File: config.mk
export PLATFORM = sky130hd
export DESIGN_NAME = baud_rate_generator
export DESIGN_NICKNAME = d
export VERILOG_FILES = /design/src/hw/baud_rate_generator.sv
export VERILOG_INCLUDE_DIRS = /design/src /design/src/hw
export SDC_FILE = /design/constraint.sdc
export NUM_CORES = 1
export LEC_CHECK = 0
export BUFFER_PORTS_ARGS = -buffer_cell sky130_fd_sc_hd__buf_2
export CORE_AREA = 4 4 41 43
export DETAILED_ROUTE_END_ITERATION = 10
export DIE_AREA = 0 0 45 47
export SLEW_MARGIN = 20
export SYNTH_ARGS = -nofsm -noshare
export SYNTH_HDL_FRONTEND = slang
export SYNTH_SLANG_ARGS = --single-unit
File: constraint.sdc
create_clock -name i_clock -period 1.4 [get_ports i_clock]
set_clock_uncertainty 0.15 [all_clocks]
set_input_delay 0.14 -clock i_clock [delete_from_list [all_inputs] [get_ports i_clock]]
set_output_delay 0.14 -clock i_clock [all_outputs]
set_load 0.01 [all_outputs]
File: src/hw/mips_debug_config.svh
`ifndef MIPS_DEBUG_CONFIG_SVH
`define MIPS_DEBUG_CONFIG_SVH

// Clock and serial link.
`define CLK_FREQ_HZ      50000000  // Board clock.
`define BAUD_RATE        115200    // Host link speed.
`define UART_OVERSAMPLE  16        // Ticks per bit.
`define UART_DATA_BITS   8         // Payload bits per frame.
`define UART_STOP_BITS   2         // Stop bits per frame.

// Fetch stage.
`define INSTR_W          32        // Instruction word.
`define PROG_DEPTH       256       // Program memory words.
`define PC_W             10        // Byte address, low two bits always zero.
`define HALT_OPCODE      6'h3f     // Opcode field that stops a run.
`define REPORT_WORDS     4         // Words per debug report.

`endif

File: src/hw/baud_rate_generator.sv
`timescale 1ns/1ps

`include "mips_debug_config.svh"

module baud_rate_generator (
    input  logic i_clock,
    input  logic i_rst,
    output logic o_tick    // One clock wide, 16 per bit.
);

    // Integer divisor, truncated. RX and TX share it.
    localparam int unsigned DIVISOR = `CLK_FREQ_HZ / (`BAUD_RATE * `UART_OVERSAMPLE);
    localparam int unsigned CNT_W   = $clog2(DIVISOR);

    logic [CNT_W-1:0] count;

    always_ff @(posedge i_clock) begin
        if (i_rst) begin
            count  <= '0;
            o_tick <= 1'b0;
        end else begin
            o_tick <= 1'b0;
            if (count == CNT_W'(DIVISOR - 1)) begin
                count  <= '0;    // Wrap and tick.
                o_tick <= 1'b1;
            end else begin
                count <= count + 1'b1;
            end
        end
    end

endmodule

==> flow_metrics.tcl <==
set metrics [dict create \
    final_common_cell "dfxtp_1" \
    initial_utilization_pct 20.8 \
    dpl_worst_slack_ns 0.0753 \
    synth-simple-area-share_pct 28.2 \
    cts_setup_buffers 0 \
    cts_buffer_depth 2 \
    max_freq_mhz 757 \
    antenna_found_initial 0 \
    core_area_um2 1300 \
    h-tree-depth 1 \
    die_y_um 47 \
    syn_area_per_cell_um2 11.3 \
    syn_to_final_growth_pct 21.3 \
    grt_pass1_vias 211 \
    synth_top_family_by_area "simple AND/OR/NAND/NOR gates" \
    fillerInstances 148 \
    synth_top_area_cell "dfxtp_1" \
    hp-class "flip-flop to flip-flop" \
    port_buffers 2 \
    drive_gt1_share_pct 33.3 \
    setup_slack_ns 0.0792 \
    final_cell_mix "dfxtp_1 (6), nor3_1 (3), clkbuf_4 (3)" \
    ios 3 \
    fin_util_pct 25.2 \
    drv_slew 0 \
    diodes 0 \
    synth.area.mux_share_pct 0 \
    gp_congestion 0.695 \
    synth_compound_area_share_pct 9.26 \
    ys_seq_elements 6 \
    drt_first_pass_iters 1 \
    antenna_left 0 \
    min_period_ns 1.32 \
    cts_made_buffers 3 \
    maxCapViolations 0 \
    cts_resized 0 \
    grt_use_total_pct 6.25 \
    clk-insertion-delay-late_ns 0.24 \
    drt_iter0_markers 0 \
    powerDensity_nw_per_um2 1130 \
    critPathMaxFanout 6 \
    yosys_warnings 0 \
    crit_arrival_ns 1.33 \
    synth_nets 28 \
    required_ns 1.41 \
    setup_tns_ns 0 \
    crit_slowest_cell "dfxtp_1" \
    path_buf_inv 1 \
    cts_root_buf "clkbuf_4" \
    vias 188 \
    path_clk_slew_ns 0.04 \
    synth_top_area_share_pct 44.4 \
    path_cells "inv_1 -> ha_1 -> and4b_1 -> nor4_2" \
    fin_nets 36 \
    yosysSeqAreaShare_pct 44.4 \
    drc_errors 0 \
    syn_area_um2 270 \
    critical_path.top_delay_family "simple AND/OR/NAND/NOR gates" \
    die_area_um2 2120 \
    vias_per_cell 4.18 \
    dp_hpwl_um 303 \
    rsz0062_at_grt "no" \
    synth.distinct_cells 12 \
    post-route-period-util_pct 94.3 \
    slew_headroom_pct 82.5 \
    synth-xor-area-share_pct 3.24 \
    power.leakage_nw 0.134 \
    reg2reg_slack_ns 0.08 \
    finalHoldViolCount 0 \
    cts_hold_buf 1 \
    cts_tree "built" \
    worst_pin_slew_ns 0.262 \
    total_power_mw 0.369 \
    end_kind "flip-flop" \
    clock-sinks 6 \
    netlist_top_cells_area "dfxtp_1 (44%), ha_1 (9.3%), nor4_2 (9.3%)" \
    status "completed" \
    core.rowCount 13 \
    cp-start-kind "flip-flop" \
    route.detailed.wl_per_inst_um 9.40 \
    ir_worst_vdd_mv 0.571 \
    final_cells 45 \
    syn_inst 24 \
    wl_um 423 \
    grt_pass1_wl_um 890 \
    die_x_um 45 \
    setup_viol 0 \
    grt_max_degree 7 \
    max_stage_delay_ns 0.32 \
    synth_adder_area_share_pct 9.26 \
    worstSetupPathType "flip-flop to flip-flop" \
    dp.cells 41 \
    overflow 0 \
]
==> sequential cells by signal, summed over array words and instances, names as in the netlist <==
| signal | flops |
|---|---|
| o_tick | 1 |
| count | 5 |
==> cells in the mapped netlist (all sizes together) <==
master / number
dfxtp: 6
nor3: 3
a21oi: 2
and4: 2
ha: 2
nor4: 2
o21bai: 2
and4b: 1
buf: 1
inv: 1
nor2b: 1
xnor2: 1
==> routing by layer <==
metal	GRT usage, %	vias up	share of wire [%]
met2	6.78	4	37
met1	8.47	77	53
met3	2.30	4	4.7
met4	7.02	0	5.0
met5	0	-	0
li1	-	103	-
==> area by class of cell <==
| class | count | area [um2] | area share (%) |
|---|---|---|---|
| Clock buffer | 3 | 22.5 | 6.87 |
| Inverter | 1 | 3.75 | 1.15 |
| Multi-Input combinational cell | 16 | 135 | 41.2 |
| Sequential cell | 6 | 120 | 36.6 |
| Tap cell | 15 | 18.8 | 5.73 |
| Timing Repair Buffer | 4 | 27.5 | 8.40 |
==> power breakdown <==
group	switching (mW)	internal (mW)	total (mW)
Clock	0.0604	0.0968	0.157
Combinational	0.0114	0.0150	0.0264
Sequential	0.00648	0.179	0.185
==> cells by family (layout without fill, tap and decap cells) <==
kind of cell	after synthesis	count (layout)
simple gates	9	9
compound gates	4	4
flops	6	6
xor+xnor	1	1
buf+inv	2	8
fa+ha+maj	2	2
==> final timing paths <==
| kind | cells past startpoint | endpoint | startpoint |
|---|---|---|---|
| max | 4 | count[4]$_SDFF_PP0_ | count[0]$_SDFF_PP0_ |
| min | 2 | count[0]$_SDFF_PP0_ | count[0]$_SDFF_PP0_ |
| max reg2reg | 4 | count[4]$_SDFF_PP0_ | count[0]$_SDFF_PP0_ |
| min reg2reg | 2 | count[0]$_SDFF_PP0_ | count[0]$_SDFF_PP0_ |
==> through the flow <==
step / cell area (um2) / hold slack [ns]
2_1_floorplan: 270 / 0.0616
3_3_place_gp: 295 / 0.239
3_5_place_dp: 295 / 0.240
4_1_cts: 328 / 0.384
5_1_grt: 328 / 0.430
6_report: 328 / 0.382
==> worst register-to-register path, cell delays in order (launching register included) <==
cell	delay [ns]
dfxtp_1	0.32
inv_1	0.04
ha_1	0.18
and4b_1	0.27
nor4_2	0.28
Note: power is estimated with default switching activity, not from simulation.
