[config.mk]
export PLATFORM = sky130hd
export DESIGN_NAME = run_status_flat
export DESIGN_NICKNAME = d
export VERILOG_FILES = /design/src/hw/mips_debug_pkg.sv /design/src/hw/fetch_ctrl_if.sv /design/src/hw/run_status.sv /design/src/flat_wrapper.sv
export VERILOG_INCLUDE_DIRS = /design/src /design/src/hw
export SDC_FILE = /design/constraint.sdc
export NUM_CORES = 1
export LEC_CHECK = 0
export ABC_AREA = 1
export ABC_CLOCK_PERIOD_IN_PS = 1740
export BUFFER_PORTS_ARGS = -buffer_cell sky130_fd_sc_hd__buf_2
export CAP_MARGIN = 15
export CORE_MARGIN = 2
export CORE_UTILIZATION = 52
export DETAILED_ROUTE_END_ITERATION = 12
export PLACE_DENSITY = 0.89
export SLEW_MARGIN = 10
export SYNTH_ARGS = -nofsm -noshare
export SYNTH_HDL_FRONTEND = slang
export SYNTH_SLANG_ARGS = --single-unit
[constraint.sdc]
create_clock -name i_clock -period 1.74 [get_ports i_clock]
set_clock_uncertainty 0.2 [all_clocks]
set_input_delay 0.348 -clock i_clock [delete_from_list [all_inputs] [get_ports i_clock]]
set_output_delay 0.348 -clock i_clock [all_outputs]
set_load 0.1 [all_outputs]
[src/hw/mips_debug_config.svh]
`ifndef MIPS_DEBUG_CONFIG_SVH
`define MIPS_DEBUG_CONFIG_SVH

// Clock and serial link.
`define CLK_FREQ_HZ      50000000  // Board clock.
`define BAUD_RATE        115200    // Host link speed.
`define UART_OVERSAMPLE  16        // Ticks per bit.
`define UART_DATA_BITS   8         // Payload bits per frame.
`define UART_STOP_BITS   2         // Stop bits per frame.

// Fetch stage.
`define INSTR_W          32        // Instruction word.
`define PROG_DEPTH       256       // Program memory words.
`define PC_W             10        // Byte address, low two bits always zero.
`define HALT_OPCODE      6'h3f     // Opcode field that stops a run.
`define REPORT_WORDS     4         // Words per debug report.

`endif

[src/hw/mips_debug_pkg.sv]
package mips_debug_pkg;

`include "mips_debug_config.svh"

    typedef logic [`INSTR_W-1:0] word_t;  // Instruction and report word.
    typedef logic [`PC_W-1:0]    pc_t;    // Byte address into program memory.
    typedef logic [7:0]          byte_t;  // Serial payload.

    // Host commands, one byte each.
    typedef enum logic [7:0] {
        CMD_LOAD  = 8'h01,
        CMD_RUN   = 8'h02,
        CMD_STEP  = 8'h03,
        CMD_RESET = 8'h04
    } dbg_cmd_e;

    // Debug unit FSM.
    typedef enum logic [3:0] {
        ST_IDLE, ST_LOAD_COUNT, ST_LOAD_BYTES, ST_LOAD_WRITE, ST_SOFT_RESET,
        ST_RUN, ST_STEP, ST_REPORT_SEL, ST_REPORT_SEND, ST_REPORT_WAIT
    } dbg_state_e;

    // Report word order on the wire.
    typedef enum logic [1:0] {
        SEL_PC, SEL_PC_PLUS4, SEL_CYCLES, SEL_INSTR
    } report_sel_e;

endpackage

[src/hw/fetch_ctrl_if.sv]
`timescale 1ns/1ps

interface fetch_ctrl_if;
    import mips_debug_pkg::*;

    logic  soft_reset;   // PC and cycle count back to zero.
    logic  enable_pc;    // Advance one instruction.
    logic  write_en;     // Program memory write strobe.
    pc_t   write_addr;   // Byte address of the written word.
    word_t write_data;
    pc_t   pc;           // Current PC.
    word_t instruction;  // Word at pc, registered.

    // Debug unit side. Only the opcode is looked at.
    modport ctrl (output soft_reset, enable_pc, write_en, write_addr, write_data,
                  input instruction);
    // Fetch stage side.
    modport fetch (input soft_reset, enable_pc, write_en, write_addr, write_data,
                   output pc, instruction);
    // Status block, read only.
    modport observe (input soft_reset, enable_pc, pc, instruction);

endinterface

[src/hw/run_status.sv]
`timescale 1ns/1ps

module run_status (
    input  logic                        i_clock,
    input  logic                        i_rst,
    fetch_ctrl_if.observe               obs,
    input  mips_debug_pkg::report_sel_e i_sel,
    output mips_debug_pkg::word_t       o_word   // One cycle after i_sel.
);
    import mips_debug_pkg::*;

    word_t cycles;    // Executed instructions since soft reset.
    word_t pc_word;   // PC, zero-extended.

    assign pc_word = word_t'(obs.pc);

    always_ff @(posedge i_clock) begin
        if (i_rst || obs.soft_reset) begin
            cycles <= '0;
        end else if (obs.enable_pc) begin
            cycles <= cycles + 1'b1;
        end
    end

    // Report word mux, registered.
    always_ff @(posedge i_clock) begin
        case (i_sel)
            SEL_PC:       o_word <= pc_word;
            SEL_PC_PLUS4: o_word <= pc_word + word_t'(4);
            SEL_CYCLES:   o_word <= cycles;
            SEL_INSTR:    o_word <= obs.instruction;
            default:      o_word <= '0;
        endcase
    end

endmodule

[src/flat_wrapper.sv]
// flat-port wrapper written by rule: the top's interface ports become plain ports
module run_status_flat import mips_debug_pkg::*;
  (i_clock, i_rst, i_sel, o_word, obs_soft_reset, obs_enable_pc, obs_pc, obs_instruction);
  fetch_ctrl_if obs_i ();
  input  logic i_clock;
  input  logic i_rst;
  input  mips_debug_pkg::report_sel_e i_sel;
  output mips_debug_pkg::word_t o_word;
  input wire logic [$bits(obs_i.soft_reset)-1:0] obs_soft_reset;
  input wire logic [$bits(obs_i.enable_pc)-1:0] obs_enable_pc;
  input wire logic [$bits(obs_i.pc)-1:0] obs_pc;
  input wire logic [$bits(obs_i.instruction)-1:0] obs_instruction;
  assign obs_i.soft_reset = obs_soft_reset;
  assign obs_i.enable_pc = obs_enable_pc;
  assign obs_i.pc = obs_pc;
  assign obs_i.instruction = obs_instruction;
  run_status u_core (.i_clock(i_clock), .i_rst(i_rst), .obs(obs_i), .i_sel(i_sel), .o_word(o_word));
endmodule
==> results.toml <==
[logic_synthesis]
yosys_warnings = 0
avgSynthCellArea_sq_um = 7.00
synthTopCellsByCount = "nand2_1, dfxtp_1, nor2_1, inv_1, nand3_1"
ys_seq_elements = 64
synth_area_leader_cell = "dfxtp_1"
yosysSeqAreaShare = 0.433
synth-edff-count = 0
synth_cell_types = 31
synth.area.top_cells = "dfxtp_1, nand2_1, nor2_1"
synth-main-ff-cell = "dfxtp_1"
synth.most_common_cell = "nand2_1"
syn_nets = 473
syn-cell-area_sq_mm = 0.00296
synth_cells = 423
yosys.area.top_type_share = 0.433
ys_async_sr_fraction = 0

[route]
dr.first_iter.drc_count = 324
routedWlPerCell_microns = 14.1
num_vias = 3279
viasPerCell = 5.48
drc_errors = 0
dr.pass1.iters = 5
routed_wl_microns = 8450
antenna_left = 0

[cts]
root_buffer = "clkbuf_8"
cts_made_buffers = 9
h-tree-depth = 3
cts_tree = "done"
clk_pin_slew_worst_paths_ns = 0.08
clk_path_buf_depth = 2
cts_sinks = 64
clk_latency_ns = 0.35

[power]
irDropWorstVdd_v = 0.000660
seqPwrFrac = 0.412
p_leak_nw = 1.66
power_density_mw_per_mm2 = 964
comb_power_share = 0.153
power_switching_share = 0.295
p_int_mw = 2.60
finalPower_mw = 3.69
clkPwrFrac = 0.435
p_sw_mw = 1.09

[placement]
gp_congestion = 0.920
port-buffer-count = 79
hpwl_microns = 5880

[worst_setup_path]
crit_slowest_cell = "buf_2"
start_kind = "register"
path_delay_family = "buffers and inverters"
crit_buf_inv = 1
crit_path_start = "u_core.o_word[19]"
critical_path.cell_chain = "buf_2"
critPathRequiredTime_ns = 1.19
critical_path_class = "reg -> out"
endpoint_kind = "primary output"
cp.arrival_ns = 1.12
cpPeakStageDelay_ns = 0.43
r2r_start = "u_core.cycles[3]"
path_max_fanout = 1

[sta]
hold_ws_ns = -0.00533
clock.fmax_mhz = 601
final_hold_viol_count = 1
timing.slew.headroom = 0.654
fin_setup_tns_ns = 0
timing.final.crit_period_ns = 1.66
tightest_slew_ns = 0.519
finalSetupViolCount = 0
post-route-period-util = 0.957
maxSlewViolCount = 0
rsz0062_at_grt = "no"

[hold_path]
hp-class = "in -> reg"
min-delay-start = "obs_instruction[20]"

[run_status]
violations = "negative hold slack"
status = "finished, violations left"

[grt]
global_route.usage.met3 = 0.0860
grt.busiest_layer = "met2"
use_met2 = 0.457
antenna_found_initial = 0
grtUsageTotal = 0.279
grt_pass1_wl_microns = 13700
grt_util_met1 = 0.335
grt_pass1_vias = 3044
grt-ovfl-total = 0
grt_max_degree = 26

[die]
rows = 27
core_area_sq_mm = 0.00551
start_util = 0.538
die_h_microns = 79.5
die-area_sq_mm = 0.00631
pin_count = 80
fp.dieW_microns = 79.5

[flow_run]
cap_violations = 0

[layout]
area_delta_synth_final_pct = 29.2
nets = 571
final.fill_count = 426
drive_gt1_frac = 0.241
diodes = 0
## cell type report
cell class / instances / area, sq um / share of cell area
tap: 72 / 90.1 / 0.0236
clock buffer: 9 / 124 / 0.0324
inverter: 47 / 176 / 0.0461
clock inverter: 7 / 125 / 0.0327
timing repair buffer: 95 / 541 / 0.141
sequential: 64 / 1290 / 0.337
multi-input combinational: 304 / 1480 / 0.387
## power by group through the flow
stage | Combinational, mW | Sequential, mW | Clock (mW)
floorplan | 0.100 | 1.86 | 0
global placement | 0.540 | 1.55 | 0
CTS | 0.559 | 1.52 | 1.61
finish | 0.564 | 1.52 | 1.60
detailed placement | 0.546 | 1.55 | 0
global route | 0.593 | 1.52 | 1.69
## registers in the layout, indices dropped and copies added (netlist names)
| name | cells |
|---|---|
| u_core.cycles | 32 |
| u_core.o_word | 32 |
## through the flow
stage          setup WS (ns)  area, sq um  utilization  hold WS (ns)  cells
2_1_floorplan          0.210         2960            -         0.248    423
3_3_place_gp           0.106         3490        0.634         0.262    575
3_5_place_dp          0.0445         3490        0.634         0.266    575
4_1_cts               0.0290         3790        0.688     0.0000549    596
5_1_grt              0.00359         3820        0.695       0.00792    598
6_report              0.0757         3820        0.695      -0.00533    598
## final timing paths
path	to	slack [ns]	cells after the start
min reg2reg	u_core.cycles[8]	0.28	2
min	u_core.o_word[20]	-0.005	3
max	o_word[19]	0.08	1
max reg2reg	u_core.cycles[31]	0.10	8
## layout by cell type, fill, tap and decap left out, drive strengths merged, types with 2 or more instances in the layout
cell type and instances:
nand2 132, buf 90, dfxtp 64, nor2 61, inv 49, nand3 23
o21ai 19, a21oi 17, nand4 13, nor3 11, clkbuf 9, o2111ai 5
dlygate4sd3 5, a22o 4, xor2 4, o21a 4, bufinv 3, o211ai 2
nand3b 2, clkinv 2, ha 2
## cells by family after synthesis
kind of cell / Yosys count / synth area share
compound gates: 53 / 0.107
simple gates: 244 / 0.365
xor+xnor: 5 / 0.0148
fa+ha+maj: 2 / 0.00845
flops: 64 / 0.433
buf+inv: 55 / 0.0714
## what timing repair did
item,4_1_cts,5_1_grt
hold buffers,5,0
hold endpoints to repair,5,0
gates resized for setup,0,8
setup buffers,0,2
endpoints found under the setup margin,0,10
## metal layers
layer	up-vias	part of all wire	wire length (microns)
met5	-	0	0
li1	1565	-	-
met4	0	0.025	213
met1	1493	0.40	3400
met2	190	0.47	3970
met3	31	0.10	862
No activity file was read; power rests on OpenSTA's default activity.
