[src/hw/mips_debug_config.svh]
`ifndef MIPS_DEBUG_CONFIG_SVH
`define MIPS_DEBUG_CONFIG_SVH

// Clock and serial link.
`define CLK_FREQ_HZ      50000000  // Board clock.
`define BAUD_RATE        115200    // Host link speed.
`define UART_OVERSAMPLE  16        // Ticks per bit.
`define UART_DATA_BITS   8         // Payload bits per frame.
`define UART_STOP_BITS   2         // Stop bits per frame.

// Fetch stage.
`define INSTR_W          32        // Instruction word.
`define PROG_DEPTH       256       // Program memory words.
`define PC_W             10        // Byte address, low two bits always zero.
`define HALT_OPCODE      6'h3f     // Opcode field that stops a run.
`define REPORT_WORDS     4         // Words per debug report.

`endif

[src/hw/mips_debug_pkg.sv]
package mips_debug_pkg;

`include "mips_debug_config.svh"

    typedef logic [`INSTR_W-1:0] word_t;  // Instruction and report word.
    typedef logic [`PC_W-1:0]    pc_t;    // Byte address into program memory.
    typedef logic [7:0]          byte_t;  // Serial payload.

    // Host commands, one byte each.
    typedef enum logic [7:0] {
        CMD_LOAD  = 8'h01,
        CMD_RUN   = 8'h02,
        CMD_STEP  = 8'h03,
        CMD_RESET = 8'h04
    } dbg_cmd_e;

    // Debug unit FSM.
    typedef enum logic [3:0] {
        ST_IDLE, ST_LOAD_COUNT, ST_LOAD_BYTES, ST_LOAD_WRITE, ST_SOFT_RESET,
        ST_RUN, ST_STEP, ST_REPORT_SEL, ST_REPORT_SEND, ST_REPORT_WAIT
    } dbg_state_e;

    // Report word order on the wire.
    typedef enum logic [1:0] {
        SEL_PC, SEL_PC_PLUS4, SEL_CYCLES, SEL_INSTR
    } report_sel_e;

endpackage

[src/hw/uart_tx.sv]
`timescale 1ns/1ps

`include "mips_debug_config.svh"

module uart_tx (
    input  logic                  i_clock,
    input  logic                  i_rst,
    input  logic                  i_tick,
    input  logic                  i_tx_start,  // Only while idle.
    input  mips_debug_pkg::byte_t i_data,
    output logic                  o_bit_tx,
    output logic                  o_tx_done    // Pulse after last stop bit.
);
    import mips_debug_pkg::*;

    localparam int TICK_W = $clog2(`UART_OVERSAMPLE);
    localparam int BIT_W  = $clog2(`UART_DATA_BITS);

    typedef enum logic [1:0] {TX_IDLE, TX_START, TX_DATA, TX_STOP} tx_state_e;

    tx_state_e         state;
    logic [TICK_W-1:0] tick_cnt;
    logic [BIT_W-1:0]  bit_cnt;   // Data bits, then stop bits.
    byte_t             shift;
    logic              bit_end;

    assign bit_end = i_tick && (tick_cnt == TICK_W'(`UART_OVERSAMPLE - 1));

    always_ff @(posedge i_clock) begin
        if (i_rst) begin
            state     <= TX_IDLE;
            o_bit_tx  <= 1'b1;     // Line idles high.
            o_tx_done <= 1'b0;
            tick_cnt  <= '0;
            bit_cnt   <= '0;
        end else begin
            o_tx_done <= 1'b0;
            if (i_tick) tick_cnt <= tick_cnt + 1'b1;
            case (state)
                TX_IDLE: if (i_tx_start) begin
                    shift    <= i_data;
                    o_bit_tx <= 1'b0;  // Start bit.
                    tick_cnt <= '0;
                    state    <= TX_START;
                end
                TX_START: if (bit_end) begin
                    o_bit_tx <= shift[0];
                    bit_cnt  <= '0;
                    state    <= TX_DATA;
                end
                TX_DATA: if (bit_end) begin
                    shift    <= {1'b1, shift[7:1]};
                    o_bit_tx <= shift[1];
                    bit_cnt  <= bit_cnt + 1'b1;
                    if (bit_cnt == BIT_W'(`UART_DATA_BITS - 1)) begin
                        o_bit_tx <= 1'b1;  // First stop bit.
                        bit_cnt  <= '0;
                        state    <= TX_STOP;
                    end
                end
                TX_STOP: if (bit_end) begin
                    bit_cnt <= bit_cnt + 1'b1;
                    if (bit_cnt == BIT_W'(`UART_STOP_BITS - 1)) begin
                        o_tx_done <= 1'b1;
                        state     <= TX_IDLE;
                    end
                end
                default: state <= TX_IDLE;
            endcase
        end
    end

    // Debug unit must wait for done before the next byte.
    a_start_when_idle: assert property (@(posedge i_clock) disable iff (i_rst)
        i_tx_start |-> state == TX_IDLE);

endmodule

[config.mk]
export PLATFORM = sky130hd
export DESIGN_NAME = uart_tx
export DESIGN_NICKNAME = d
export VERILOG_FILES = /design/src/hw/mips_debug_pkg.sv /design/src/hw/uart_tx.sv
export VERILOG_INCLUDE_DIRS = /design/src /design/src/hw
export SDC_FILE = /design/constraint.sdc
export NUM_CORES = 1
export LEC_CHECK = 0
export ABC_AREA = 1
export BUFFER_PORTS_ARGS = -buffer_cell sky130_fd_sc_hd__buf_4
export CORE_UTILIZATION = 58
export CTS_CLUSTER_SIZE = 24
export DETAILED_ROUTE_END_ITERATION = 7
export GPL_TIMING_DRIVEN = 0
export PLACE_DENSITY = 0.8
export SYNTH_ARGS = -nofsm -noshare
export SYNTH_HDL_FRONTEND = slang
export SYNTH_SLANG_ARGS = --single-unit
[constraint.sdc]
create_clock -name i_clock -period 4.1 [get_ports i_clock]
set_input_delay 0.205 -clock i_clock [delete_from_list [all_inputs] [get_ports i_clock]]
set_output_delay 0.205 -clock i_clock [all_outputs]
set_load 0.02 [all_outputs]
==> impl_table.tex <==
\begin{tabular}{lr}
\hline
Metric & Value \\
\hline
\multicolumn{2}{l}{\textbf{Outcome}} \\
Outcome & complete, no violations \\
\multicolumn{2}{l}{\textbf{Power}} \\
Final Total Pwr & 0.6858 mW \\
VDD IR max & approximately 380 uV \\
Standby leakage power & between 0.5 and 0.6 nW \\
Power density relative to cell area & between 500 and 600 nW/um\^{}2 \\
\multicolumn{2}{l}{\textbf{Yosys}} \\
Main flop type after synthesis & sky130\_fd\_sc\_hd\_\_dfxtp\_1 \\
Synthesis-stage register bit count & 19 \\
Yosys top cell area share & 0.2270 \\
Synthesized netlist cell count & roughly 130 \\
Sequential cell area fraction in the yosys report & 0.4350 \\
Synthesized Nets & around 150 \\
Cell taking the most area after synthesis & sky130\_fd\_sc\_hd\_\_edfxtp\_1 \\
Cell Area, Synth & $\sim$1100 um\^{}2 \\
Count of flip-flops with a built-in enable after synthesis & 8 \\
Average cell area after synthesis & 7.959 um\^{}2 \\
Number of unique standard cell types used by synthesis & 25 \\
Top cells by area in the synthesized netlist & sky130\_fd\_sc\_hd\_\_edfxtp\_1 23\%, sky130\_fd\_sc\_hd\_\_dfxtp\_1 21\%, sky130\_fd\_sc\_hd\_\_nand2\_1 14\% \\
Asr flop ratio synth & 0 \\
Yosys Warn Count & 0 \\
\multicolumn{2}{l}{\textbf{Clocking}} \\
Number of buffers inserted to repair setup after CTS & 0 \\
Max H-tree Level & 1 \\
Later-pin clock latency in the skew report & $\sim$0.29 ns \\
Maximum root-to-sink buffer count & 2 \\
Count of hold buffers inserted by post-cts repair & 0 \\
Clock root cell & sky130\_fd\_sc\_hd\_\_clkbuf\_4 \\
CTS tree & built \\
CTS sink cnt & 19 \\
Clock buffer count from CTS & 3 \\
Number of instances resized during post-cts repair & 0 \\
Clock input transition at the sequential cells of the worst setup and hold paths & 0.11 ns \\
\multicolumn{2}{l}{\textbf{Floorplan}} \\
Placeable core area & around 1700 um\^{}2 \\
Width of the die & $\sim$45 um \\
Count of standard-cell rows & 15 \\
Total Die Area & roughly 2000 um\^{}2 \\
Initial core utilization & 0.6130 \\
I/O Pins & 14 \\
Vertical extent of the die & roughly 45 um \\
\multicolumn{2}{l}{\textbf{Placement}} \\
Half-perimeter wire length after placement & 1453 um \\
Total cell area at the placement stage & roughly 1200 um\^{}2 \\
Total instance count after detailed placement & between 150 and 200 \\
IO buf count & 13 \\
Weighted congestion at the end of routability-driven global placement & between 0.8 and 0.9 \\
Placement-stage worst setup slack & 1.743 ns \\
\multicolumn{2}{l}{\textbf{Worst setup path}} \\
Cells traversed along the worst timing path & inv\_1, ha\_1, buf\_2, o21ai\_0, nor3\_1 \\
Kind of capture point of the worst setup path & flip-flop \\
Crit Path Category & reg -> reg \\
Worst path max stage delay & between 0.8 and 0.9 ns \\
Data arrival, critical path & about 2.3 ns \\
Crit path launch type & flip-flop \\
Required arrival time at the worst endpoint & around 4.0 ns \\
Buffers plus inverters on the worst setup path & 2 \\
Family with the most delay on the worst path & simple AND/OR/NAND/NOR gates \\
Max FO, Critical Path & 10 \\
Slowest stage cell on the critical path & sky130\_fd\_sc\_hd\_\_nor3\_1 \\
\multicolumn{2}{l}{\textbf{STA}} \\
Slew of the pin with the lowest slew margin & 1.081 ns \\
Post-route minimum period & roughly 2.4 ns \\
Peak Freq & $\sim$420 MHz \\
Pins over their slew limit & 0 \\
Unrepaired setup endpoints after global routing & false \\
Count of final hold-check violations & 0 \\
Setup Viol. Count Final & 0 \\
Final worst-path cycle share & 0.5764 \\
Max transition margin & 0.2737 \\
Hold Worst Slack & between 0.08 and 0.09 ns \\
Worst setup slack after layout & roughly 1.7 ns \\
Skew final & around 0.0018 ns \\
Post-Route Setup TNS & 0 ns \\
\multicolumn{2}{l}{\textbf{Run}} \\
\# Max-Cap Violations & 0 \\
\multicolumn{2}{l}{\textbf{Routing}} \\
DRC violations left & 0 \\
Detailed-route wire length per cell & between 10 and 15 um \\
Initial detailed-routing violation count & 21 \\
Detailed-route via count & approximately 860 \\
Antenna violation net count after detailed routing & 0 \\
Drt pass-1 iters & 4 \\
Number of vias per cell after detailed routing & 4.903 \\
Final WL & between 1500 and 2000 um \\
\multicolumn{2}{l}{\textbf{Final layout}} \\
Non-Filler Cell Area, Final & $\sim$1200 um\^{}2 \\
Layout cells sized above 1 & 0.2000 \\
Commonest cells after routing, fill and taps aside & 40 x sky130\_fd\_sc\_hd\_\_nand2\_1, 18 x sky130\_fd\_sc\_hd\_\_nor2\_1, 13 x sky130\_fd\_sc\_hd\_\_buf\_4 \\
Antenna diodes & 0 \\
Area delta synth->final & 14.78\% \\
Layout Cells excl Fill & about 180 \\
Fill cell count & between 100 and 150 \\
Commonest non-fill, non-tap cell in the layout & sky130\_fd\_sc\_hd\_\_nand2\_1 \\
Total Nets Final & around 170 \\
Post-Route Utilization & 0.7036 \\
\multicolumn{2}{l}{\textbf{GRT}} \\
Maximum number of pins on one net before global-route repair & 12 \\
Global-route wire length before repair & about 3200 um \\
Number of global-route vias before repair & 781 \\
GRT Total Usage & 0.2161 \\
Overflow after GRT & 0 \\
Number of antenna violations at the first check in global routing & 0 \\
\multicolumn{2}{l}{\textbf{Worst hold path}} \\
Worst hold-check path type & in -> reg \\
\hline
\end{tabular}
## synth_stat cells (2+ instances only)
master                     count
sky130_fd_sc_hd__nand3_1       6
sky130_fd_sc_hd__dfxtp_1      11
sky130_fd_sc_hd__nor2_1       18
sky130_fd_sc_hd__nor2_2        2
sky130_fd_sc_hd__a21oi_1       5
sky130_fd_sc_hd__inv_2         3
sky130_fd_sc_hd__nand2_1      40
sky130_fd_sc_hd__nand2_2       2
sky130_fd_sc_hd__o21ai_0       3
sky130_fd_sc_hd__or2_2         2
sky130_fd_sc_hd__edfxtp_1      8
sky130_fd_sc_hd__ha_1          9
sky130_fd_sc_hd__inv_1        12
## worst register-to-register path: stages, from the launching register on
cell                      delay (ns)
sky130_fd_sc_hd__dfxtp_1        0.36
sky130_fd_sc_hd__inv_1          0.11
sky130_fd_sc_hd__ha_1           0.28
sky130_fd_sc_hd__buf_2          0.26
sky130_fd_sc_hd__o21ai_0        0.12
sky130_fd_sc_hd__nor3_1         0.87
## final timing paths
kind / start / end / slack (ns) / depth (start not counted)
max: state[0] / shift[4] / 1.74 / 5
min: i_rst / bit_cnt[1] / 0.08 / 2
max reg2reg: state[0] / shift[4] / 1.74 / 5
min reg2reg: o_bit_tx / o_bit_tx / 0.47 / 2
## layout make-up
| cell class | instances | area, um^2 | share of cell area |
|---|---|---|---|
| Buffer | 1 | 5.005 | 0.004119 |
| Clock buffer | 3 | 22.52 | 0.01854 |
| Clock inverter | 1 | 5.005 | 0.004119 |
| Inverter | 15 | 56.30 | 0.04634 |
| Multi-Input combinational cell | 98 | 536.8 | 0.4418 |
| Sequential cell | 19 | 460.4 | 0.3790 |
| Tap cell | 25 | 31.28 | 0.02575 |
| Timing Repair Buffer | 13 | 97.59 | 0.08033 |
## kinds of logic (layout without fill, tap and decap cells)
| family | count (synthesis) | in the layout | share of synthesized area |
|---|---|---|---|
| adder cells (fa/ha/maj) | 9 | 9 | 0.1064 |
| flip-flops | 19 | 19 | 0.4350 |
| XOR/XNOR | 2 | 2 | 0.01655 |
| AO/OA/AOI/OAI | 10 | 10 | 0.06028 |
| multiplexers | 1 | 1 | 0.009457 |
| buffers and inverters | 16 | 33 | 0.05791 |
| AND/OR/NAND/NOR | 76 | 76 | 0.3144 |
## state kept, by name, indices dropped and copies added (netlist names)
| signal | flops |
|---|---|
| shift | 8 |
| tick_cnt | 4 |
| bit_cnt | 3 |
| o_tx_done | 1 |
| state | 2 |
| o_bit_tx | 1 |
## power by group
group	switching (mW)	total [mW]	internal, mW	leakage (nW)
sequential	0.0253	0.285	0.259	0.165
clock	0.0577	0.0939	0.0362	0.0177
combinational	0.193	0.307	0.114	0.388
## routing by layer
layer / track usage / part of all wire
met2: 0.3706 / 0.49
met3: 0.02400 / 0.026
met4: 0.05455 / 0.0079
met5: 0 / 0
met1: 0.2923 / 0.48
Note: power is estimated with default switching activity, not from simulation.
