==> src/hw/mips_debug_config.svh <==
`ifndef MIPS_DEBUG_CONFIG_SVH
`define MIPS_DEBUG_CONFIG_SVH

// Clock and serial link.
`define CLK_FREQ_HZ      50000000  // Board clock.
`define BAUD_RATE        115200    // Host link speed.
`define UART_OVERSAMPLE  16        // Ticks per bit.
`define UART_DATA_BITS   8         // Payload bits per frame.
`define UART_STOP_BITS   2         // Stop bits per frame.

// Fetch stage.
`define INSTR_W          32        // Instruction word.
`define PROG_DEPTH       256       // Program memory words.
`define PC_W             10        // Byte address, low two bits always zero.
`define HALT_OPCODE      6'h3f     // Opcode field that stops a run.
`define REPORT_WORDS     4         // Words per debug report.

`endif

==> src/hw/mips_debug_pkg.sv <==
package mips_debug_pkg;

`include "mips_debug_config.svh"

    typedef logic [`INSTR_W-1:0] word_t;  // Instruction and report word.
    typedef logic [`PC_W-1:0]    pc_t;    // Byte address into program memory.
    typedef logic [7:0]          byte_t;  // Serial payload.

    // Host commands, one byte each.
    typedef enum logic [7:0] {
        CMD_LOAD  = 8'h01,
        CMD_RUN   = 8'h02,
        CMD_STEP  = 8'h03,
        CMD_RESET = 8'h04
    } dbg_cmd_e;

    // Debug unit FSM.
    typedef enum logic [3:0] {
        ST_IDLE, ST_LOAD_COUNT, ST_LOAD_BYTES, ST_LOAD_WRITE, ST_SOFT_RESET,
        ST_RUN, ST_STEP, ST_REPORT_SEL, ST_REPORT_SEND, ST_REPORT_WAIT
    } dbg_state_e;

    // Report word order on the wire.
    typedef enum logic [1:0] {
        SEL_PC, SEL_PC_PLUS4, SEL_CYCLES, SEL_INSTR
    } report_sel_e;

endpackage

==> src/hw/fetch_ctrl_if.sv <==
`timescale 1ns/1ps

interface fetch_ctrl_if;
    import mips_debug_pkg::*;

    logic  soft_reset;   // PC and cycle count back to zero.
    logic  enable_pc;    // Advance one instruction.
    logic  write_en;     // Program memory write strobe.
    pc_t   write_addr;   // Byte address of the written word.
    word_t write_data;
    pc_t   pc;           // Current PC.
    word_t instruction;  // Word at pc, registered.

    // Debug unit side. Only the opcode is looked at.
    modport ctrl (output soft_reset, enable_pc, write_en, write_addr, write_data,
                  input instruction);
    // Fetch stage side.
    modport fetch (input soft_reset, enable_pc, write_en, write_addr, write_data,
                   output pc, instruction);
    // Status block, read only.
    modport observe (input soft_reset, enable_pc, pc, instruction);

endinterface

==> src/hw/debug_unit.sv <==
`timescale 1ns/1ps

`include "mips_debug_config.svh"

module debug_unit (
    input  logic                        i_clock,
    input  logic                        i_rst,
    input  logic                        i_rx_done,
    input  mips_debug_pkg::byte_t       i_rx_data,
    input  logic                        i_tx_done,
    output logic                        o_tx_start,
    output mips_debug_pkg::byte_t       o_tx_data,
    output mips_debug_pkg::report_sel_e o_report_sel,
    input  mips_debug_pkg::word_t       i_report_word,
    fetch_ctrl_if.ctrl                  ctrl,
    output logic                        o_led_halt
);
    import mips_debug_pkg::*;

    localparam report_sel_e LAST_SEL = report_sel_e'(`REPORT_WORDS - 1);

    dbg_state_e state;
    byte_t      word_count;   // N from the load header.
    byte_t      word_idx;     // Word being loaded.
    logic [1:0] byte_idx;     // Byte within a word, load and report.
    logic       is_halt;
    logic       tx_busy;      // Byte handed to tx, done not back yet.

    assign is_halt = ctrl.instruction[`INSTR_W-1 -: 6] == `HALT_OPCODE;

    // Combinational so a run can advance every clock.
    assign ctrl.enable_pc = (state == ST_RUN || state == ST_STEP) && !is_halt;

    always_ff @(posedge i_clock) begin
        if (i_rst) begin
            state           <= ST_IDLE;
            o_tx_start      <= 1'b0;
            o_led_halt      <= 1'b0;
            o_report_sel    <= SEL_PC;
            byte_idx        <= '0;
            ctrl.soft_reset <= 1'b0;
            ctrl.write_en   <= 1'b0;
        end else begin
            o_tx_start      <= 1'b0;   // Strobes default low.
            ctrl.soft_reset <= 1'b0;
            ctrl.write_en   <= 1'b0;
            case (state)
                ////////////////////////////////////////////////////////////////
                // Command decode.
                ////////////////////////////////////////////////////////////////
                ST_IDLE: if (i_rx_done) begin
                    case (dbg_cmd_e'(i_rx_data))
                        CMD_LOAD: state <= ST_LOAD_COUNT;
                        CMD_RUN:  state <= ST_RUN;
                        CMD_STEP: state <= ST_STEP;
                        CMD_RESET: begin
                            ctrl.soft_reset <= 1'b1;   // No reply.
                            o_led_halt      <= 1'b0;
                        end
                        default: ;                     // Unknown byte ignored.
                    endcase
                end
                ////////////////////////////////////////////////////////////////
                // Program load.
                ////////////////////////////////////////////////////////////////
                ST_LOAD_COUNT: if (i_rx_done) begin
                    word_count <= i_rx_data;
                    word_idx   <= '0;
                    byte_idx   <= '0;
                    state      <= (i_rx_data == '0) ? ST_SOFT_RESET : ST_LOAD_BYTES;
                end
                ST_LOAD_BYTES: if (i_rx_done) begin
                    ctrl.write_data <= {i_rx_data, ctrl.write_data[`INSTR_W-1:8]};  // LSB first.
                    byte_idx        <= byte_idx + 1'b1;
                    if (byte_idx == 2'd3) state <= ST_LOAD_WRITE;
                end
                ST_LOAD_WRITE: begin
                    ctrl.write_en   <= 1'b1;
                    ctrl.write_addr <= pc_t'({word_idx, 2'b00});
                    word_idx        <= word_idx + 1'b1;
                    state <= (word_idx + 8'd1 == word_count) ? ST_SOFT_RESET : ST_LOAD_BYTES;
                end
                ST_SOFT_RESET: begin
                    ctrl.soft_reset <= 1'b1;
                    o_led_halt      <= 1'b0;
                    o_tx_data       <= word_count;    // Reply with N.
                    o_tx_start      <= 1'b1;
                    o_report_sel    <= LAST_SEL;      // Single byte, wait ends at idle.
                    byte_idx        <= 2'd3;
                    state           <= ST_REPORT_WAIT;
                end
                ////////////////////////////////////////////////////////////////
                // Execution.
                ////////////////////////////////////////////////////////////////
                ST_RUN: if (is_halt) begin
                    o_led_halt   <= 1'b1;
                    o_report_sel <= SEL_PC;
                    state        <= ST_REPORT_SEL;
                end
                ST_STEP: begin
                    if (is_halt) o_led_halt <= 1'b1;  // Halt, PC holds.
                    o_report_sel <= SEL_PC;
                    state        <= ST_REPORT_SEL;
                end
                ////////////////////////////////////////////////////////////////
                // Report, 4 words by 4 bytes.
                ////////////////////////////////////////////////////////////////
                ST_REPORT_SEL: state <= ST_REPORT_SEND;   // Status register loads.
                ST_REPORT_SEND: begin
                    o_tx_data  <= i_report_word[byte_idx*8 +: 8];
                    o_tx_start <= 1'b1;
                    state      <= ST_REPORT_WAIT;
                end
                ST_REPORT_WAIT: if (i_tx_done) begin
                    byte_idx <= byte_idx + 1'b1;           // Wraps to 0 after 3.
                    if (byte_idx != 2'd3) begin
                        state <= ST_REPORT_SEND;
                    end else if (o_report_sel == LAST_SEL) begin
                        state <= ST_IDLE;
                    end else begin
                        o_report_sel <= report_sel_e'(o_report_sel + 1'b1);
                        state        <= ST_REPORT_SEL;
                    end
                end
                default: state <= ST_IDLE;
            endcase
        end
    end

    // Byte in flight, from start until tx reports done.
    always_ff @(posedge i_clock) begin
        if (i_rst) begin
            tx_busy <= 1'b0;
        end else if (o_tx_start) begin
            tx_busy <= 1'b1;
        end else if (i_tx_done) begin
            tx_busy <= 1'b0;
        end
    end

    // Each byte needs its own done before another start.
    a_one_byte_in_flight: assert property (@(posedge i_clock) disable iff (i_rst)
        o_tx_start |-> !tx_busy);

endmodule

==> src/flat_wrapper.sv <==
// flat-port wrapper written by rule: the top's interface ports become plain ports
module debug_unit_flat import mips_debug_pkg::*;
  (i_clock, i_rst, i_rx_done, i_rx_data, i_tx_done, o_tx_start, o_tx_data, o_report_sel, i_report_word, o_led_halt, ctrl_soft_reset, ctrl_enable_pc, ctrl_write_en, ctrl_write_addr, ctrl_write_data, ctrl_instruction);
  fetch_ctrl_if ctrl_i ();
  input  logic i_clock;
  input  logic i_rst;
  input  logic i_rx_done;
  input  mips_debug_pkg::byte_t i_rx_data;
  input  logic i_tx_done;
  output logic o_tx_start;
  output mips_debug_pkg::byte_t o_tx_data;
  output mips_debug_pkg::report_sel_e o_report_sel;
  input  mips_debug_pkg::word_t i_report_word;
  output logic o_led_halt;
  output wire logic [$bits(ctrl_i.soft_reset)-1:0] ctrl_soft_reset;
  output wire logic [$bits(ctrl_i.enable_pc)-1:0] ctrl_enable_pc;
  output wire logic [$bits(ctrl_i.write_en)-1:0] ctrl_write_en;
  output wire logic [$bits(ctrl_i.write_addr)-1:0] ctrl_write_addr;
  output wire logic [$bits(ctrl_i.write_data)-1:0] ctrl_write_data;
  input wire logic [$bits(ctrl_i.instruction)-1:0] ctrl_instruction;
  assign ctrl_soft_reset = ctrl_i.soft_reset;
  assign ctrl_enable_pc = ctrl_i.enable_pc;
  assign ctrl_write_en = ctrl_i.write_en;
  assign ctrl_write_addr = ctrl_i.write_addr;
  assign ctrl_write_data = ctrl_i.write_data;
  assign ctrl_i.instruction = ctrl_instruction;
  debug_unit u_core (.i_clock(i_clock), .i_rst(i_rst), .i_rx_done(i_rx_done), .i_rx_data(i_rx_data), .i_tx_done(i_tx_done), .o_tx_start(o_tx_start), .o_tx_data(o_tx_data), .o_report_sel(o_report_sel), .i_report_word(i_report_word), .ctrl(ctrl_i), .o_led_halt(o_led_halt));
endmodule
==> config.mk <==
export PLATFORM = sky130hd
export DESIGN_NAME = debug_unit_flat
export DESIGN_NICKNAME = d
export VERILOG_FILES = /design/src/hw/mips_debug_pkg.sv /design/src/hw/fetch_ctrl_if.sv /design/src/hw/debug_unit.sv /design/src/flat_wrapper.sv
export VERILOG_INCLUDE_DIRS = /design/src /design/src/hw
export SDC_FILE = /design/constraint.sdc
export NUM_CORES = 1
export LEC_CHECK = 0
export BUFFER_PORTS_ARGS = -buffer_cell sky130_fd_sc_hd__buf_2
export CAP_MARGIN = 10
export CORE_MARGIN = 1
export CORE_UTILIZATION = 49
export CTS_CLUSTER_DIAMETER = 150
export DETAILED_ROUTE_END_ITERATION = 7
export GPL_ROUTABILITY_DRIVEN = 0
export HOLD_SLACK_MARGIN = 0.03
export PLACE_DENSITY = 0.89
export SYNTH_ARGS = -nofsm -noshare
export SYNTH_HDL_FRONTEND = slang
export SYNTH_SLANG_ARGS = --single-unit
==> constraint.sdc <==
create_clock -name i_clock -period 4 [get_ports i_clock]
set_input_delay 0.4 -clock i_clock [delete_from_list [all_inputs] [get_ports i_clock]]
set_output_delay 0.4 -clock i_clock [all_outputs]
set_load 0.01 [all_outputs]
==> out/summary.txt <==
Mean Syn Cell Area: 12.8 sq um
setup bufs post-CTS: 0
Setup crit end kind: flip-flop
die footprint: 7730 sq um
post-synthesis sequential area ratio: 59.8%
DR WL met2: 4150 microns
Antenna diodes: 0
worst hold path class: primary input to flip-flop
TritonCTS clock tree: built
layout cell share with drive strength beyond 1: 35.8%
worst slew pin tran: 1.08 ns
Clk Latency, worst-skew pair: 0.35 ns
CP max stage delay: 0.77 ns
Iter 0 DRT Violations: 177
Yosys warning count: 0
row cnt: 30
Final Hold Viols: 0
Logic pwr share: 3.5%
Clock Tree Buf Depth: 2
number of enable flip-flop cells after synthesis: 64
H-tree levels: 3
Starting Density: 52.1%
Worst Path Required: 4.23 ns
fin area: 4400 sq um
Peak supply drop: 0.162 mV
die width: 87.9 microns
hold_buf cts: 0
post-synth top area cell: edfxtp_1
die extent in y: 87.9 microns
via/cell ratio: 5.69
First-pass DRT Iterations: 5
final worst setup slack: 1.55 ns
Pint: 1170 uW
highest metal used: met4
Period minus WS final: 2.45 ns
Post-DP HPWL: 5750 microns
status: complete, no violations
clk_skew: 0.00541 ns
clk sink count: 76
Final period util: 61.3%
Sw Pwr: 318 uW
ys flop type: edfxtp_1
register area: 2160 sq um
Max-slew headroom: 27.2%
Max FO, Critical Path: 20
final net count: 462
Port Buf Inserts: 104
P&R area growth vs syn: 21.7%
pwr/cell area: 337 nW/um^2
Overflow after GRT: 0
post-synth top area share: 53.1%
max_cap viols: 0
Lkg Pwr: 0.00167 uW
via count: 2755
post-route ant nets: 0
slowest CP cell: dfxtp_1
initial antenna violation count: 0
final setup vio count: 0
setup TNS: 0 ns
final WL: 7690 microns
first-pass GRT wire length: 12000 microns
vias in the first global route: 2517
worst slack at placement: 1.61 ns
Yosys cell types: 58
Seq cells post-synth: 76
multi-input logic area: 1370 sq um
crit-path cells: nor4bb_1 -> a22o_1 -> o22ai_1 -> a222oi_1 -> nor2_1
synthesized area: 3620 sq um
largest net degree at the start of global routing: 33
sequential power share: 57.1%
Post-DP Area: 4200 sq um
cts repair resizes: 0
Reg clk slew, reported paths: 0.08 ns
routed wl met3: 500 microns
Mapped Cells: 282
number of CTS-inserted buffers: 9
Top-Level Pins: 133
fill count: 506
FFs w/ async S/R, synth: 0%
Slew Limit Fails: 0
top post-synthesis cells by area: edfxtp_1, dfxtp_1, mux4_2, nor2_1, mux2_1
gr usage total: 20.6%
Critical Path AT: 2.68 ns
Core ar.: 6940 sq um
wire length on met1: 2830 microns
# DRC: 0
RSZ-0062 raised after global routing: false
clock share of power: 39.3%
Avg WL per Cell: 15.9 microns
f_max: 408 MHz
critical path type: flip-flop to flip-flop
Net Sw Frac: 21.4%
CP Launch Type: flip-flop
Root Driver: clkbuf_8
==> worst paths after layout <==
path                                                 from                         to  slack (ns)  depth (start not counted)
worst min-delay path                         i_rx_data[6]       u_core.word_count[6]        0.28                          1
worst max register to register            u_core.state[3]         u_core.byte_idx[0]        1.55                          5
worst min register to register  u_core.ctrl.write_data[9]  u_core.ctrl.write_data[1]        0.44                          0
worst max-delay path                      u_core.state[3]         u_core.byte_idx[0]        1.55                          5
==> power groups by stage <==
stage | Clock (uW) | Combinational, uW | Sequential [uW]
finish | 584 | 52.3 | 849
global route | 620 | 56.5 | 849
CTS | 589 | 52.1 | 849
detailed placement | 0 | 51.8 | 867
global placement | 0 | 49.7 | 867
floorplan | 0 | 22.6 | 866
==> cell type report <==
class | instances | area share, %
sequential | 76 | 49.1
clock buffer | 9 | 2.81
multi-input combinational | 185 | 31.1
tap | 96 | 2.73
timing repair buffer | 106 | 12.2
inverter | 5 | 0.426
clock inverter | 7 | 1.71
==> cells in the final DEF (no fill, tap or decap), types with 2 or more instances in the layout <==
cell type,count
a211o_1,2
a21oi_1,12
a22oi_1,2
a311oi_1,2
and3_1,2
buf_2,104
buf_4,2
clkbuf_8,9
clkinvlp_4,2
conb_1,2
dfxtp_1,12
edfxtp_1,64
ha_1,3
inv_1,5
inv_6,2
mux2_1,9
mux2i_1,2
mux4_2,8
nand2_1,14
nand2b_1,6
nand3_1,8
nand4_1,3
nor2_1,28
nor2b_1,8
nor3_1,10
nor4_1,6
o211ai_1,4
o21ai_0,3
o22ai_1,4
or2_2,5
xnor2_1,6
xor2_1,8
==> synth_stat cells (all sizes together) (2+ instances only) <==
library cell / n
mux4: 8
nand3: 8
and3: 2
mux2i: 2
o22ai: 4
mux2: 9
nor4: 6
clkbuf: 6
buf: 11
a22oi: 2
a21oi: 12
o21ai: 3
xor2: 8
nor3: 11
nand2: 15
ha: 3
edfxtp: 64
inv: 5
o211ai: 4
nor2b: 8
a211o: 2
or3: 2
a311oi: 2
dfxtp: 12
or2: 6
nand4: 3
nor2: 28
nand2b: 6
xnor2: 6
==> cell families (layout without fill, tap and decap cells) <==
group	count (synthesis)	in the layout	synth area share, %
buffers and inverters	22	127	2.66
and+or+nand+nor	102	102	14.7
xor gates and xnor gates	15	15	4.05
AOI/OAI and AO/OA	44	44	9.31
muxes	19	19	8.34
DFF	76	76	59.8
other	1	2	0.104
adders and majority gates	3	3	1.04
==> layer usage <==
metal,up-vias,track usage [%]
li1,1276,-
met4,0,11.3
met5,-,0
met2,154,35.1
met3,20,4.15
met1,1305,24.7
==> worst max-delay path: cells and delay by family (launching register included) <==
family           cells  cell delay (ns)
AO/OA/AOI/OAI        3             0.95
flip-flops           1             0.77
AND/OR/NAND/NOR      2             0.62
==> sequential cells by signal, summed over array words and instances (netlist names) <==
register / count
u_core.o_tx_start: 1
u_core.word_idx: 8
u_core.o_report_sel: 2
u_core.ctrl.write_data: 32
u_core.byte_idx: 2
u_core.word_count: 8
u_core.ctrl.write_en: 1
u_core.state: 4
u_core.o_led_halt: 1
u_core.ctrl.soft_reset: 1
u_core.ctrl.write_addr: 8
u_core.o_tx_data: 8
==> per-stage QoR <==
stage	util, %	power (uW)	hold slack (ns)	std cells
2_1_floorplan	-	889	0.455	283
3_3_place_gp	60.5	916	0.425	468
3_5_place_dp	60.5	919	0.426	468
4_1_cts	63.4	1490	0.262	484
5_1_grt	63.4	1530	0.263	484
6_report	63.4	1480	0.279	484
No activity file was read; power rests on OpenSTA's default activity.
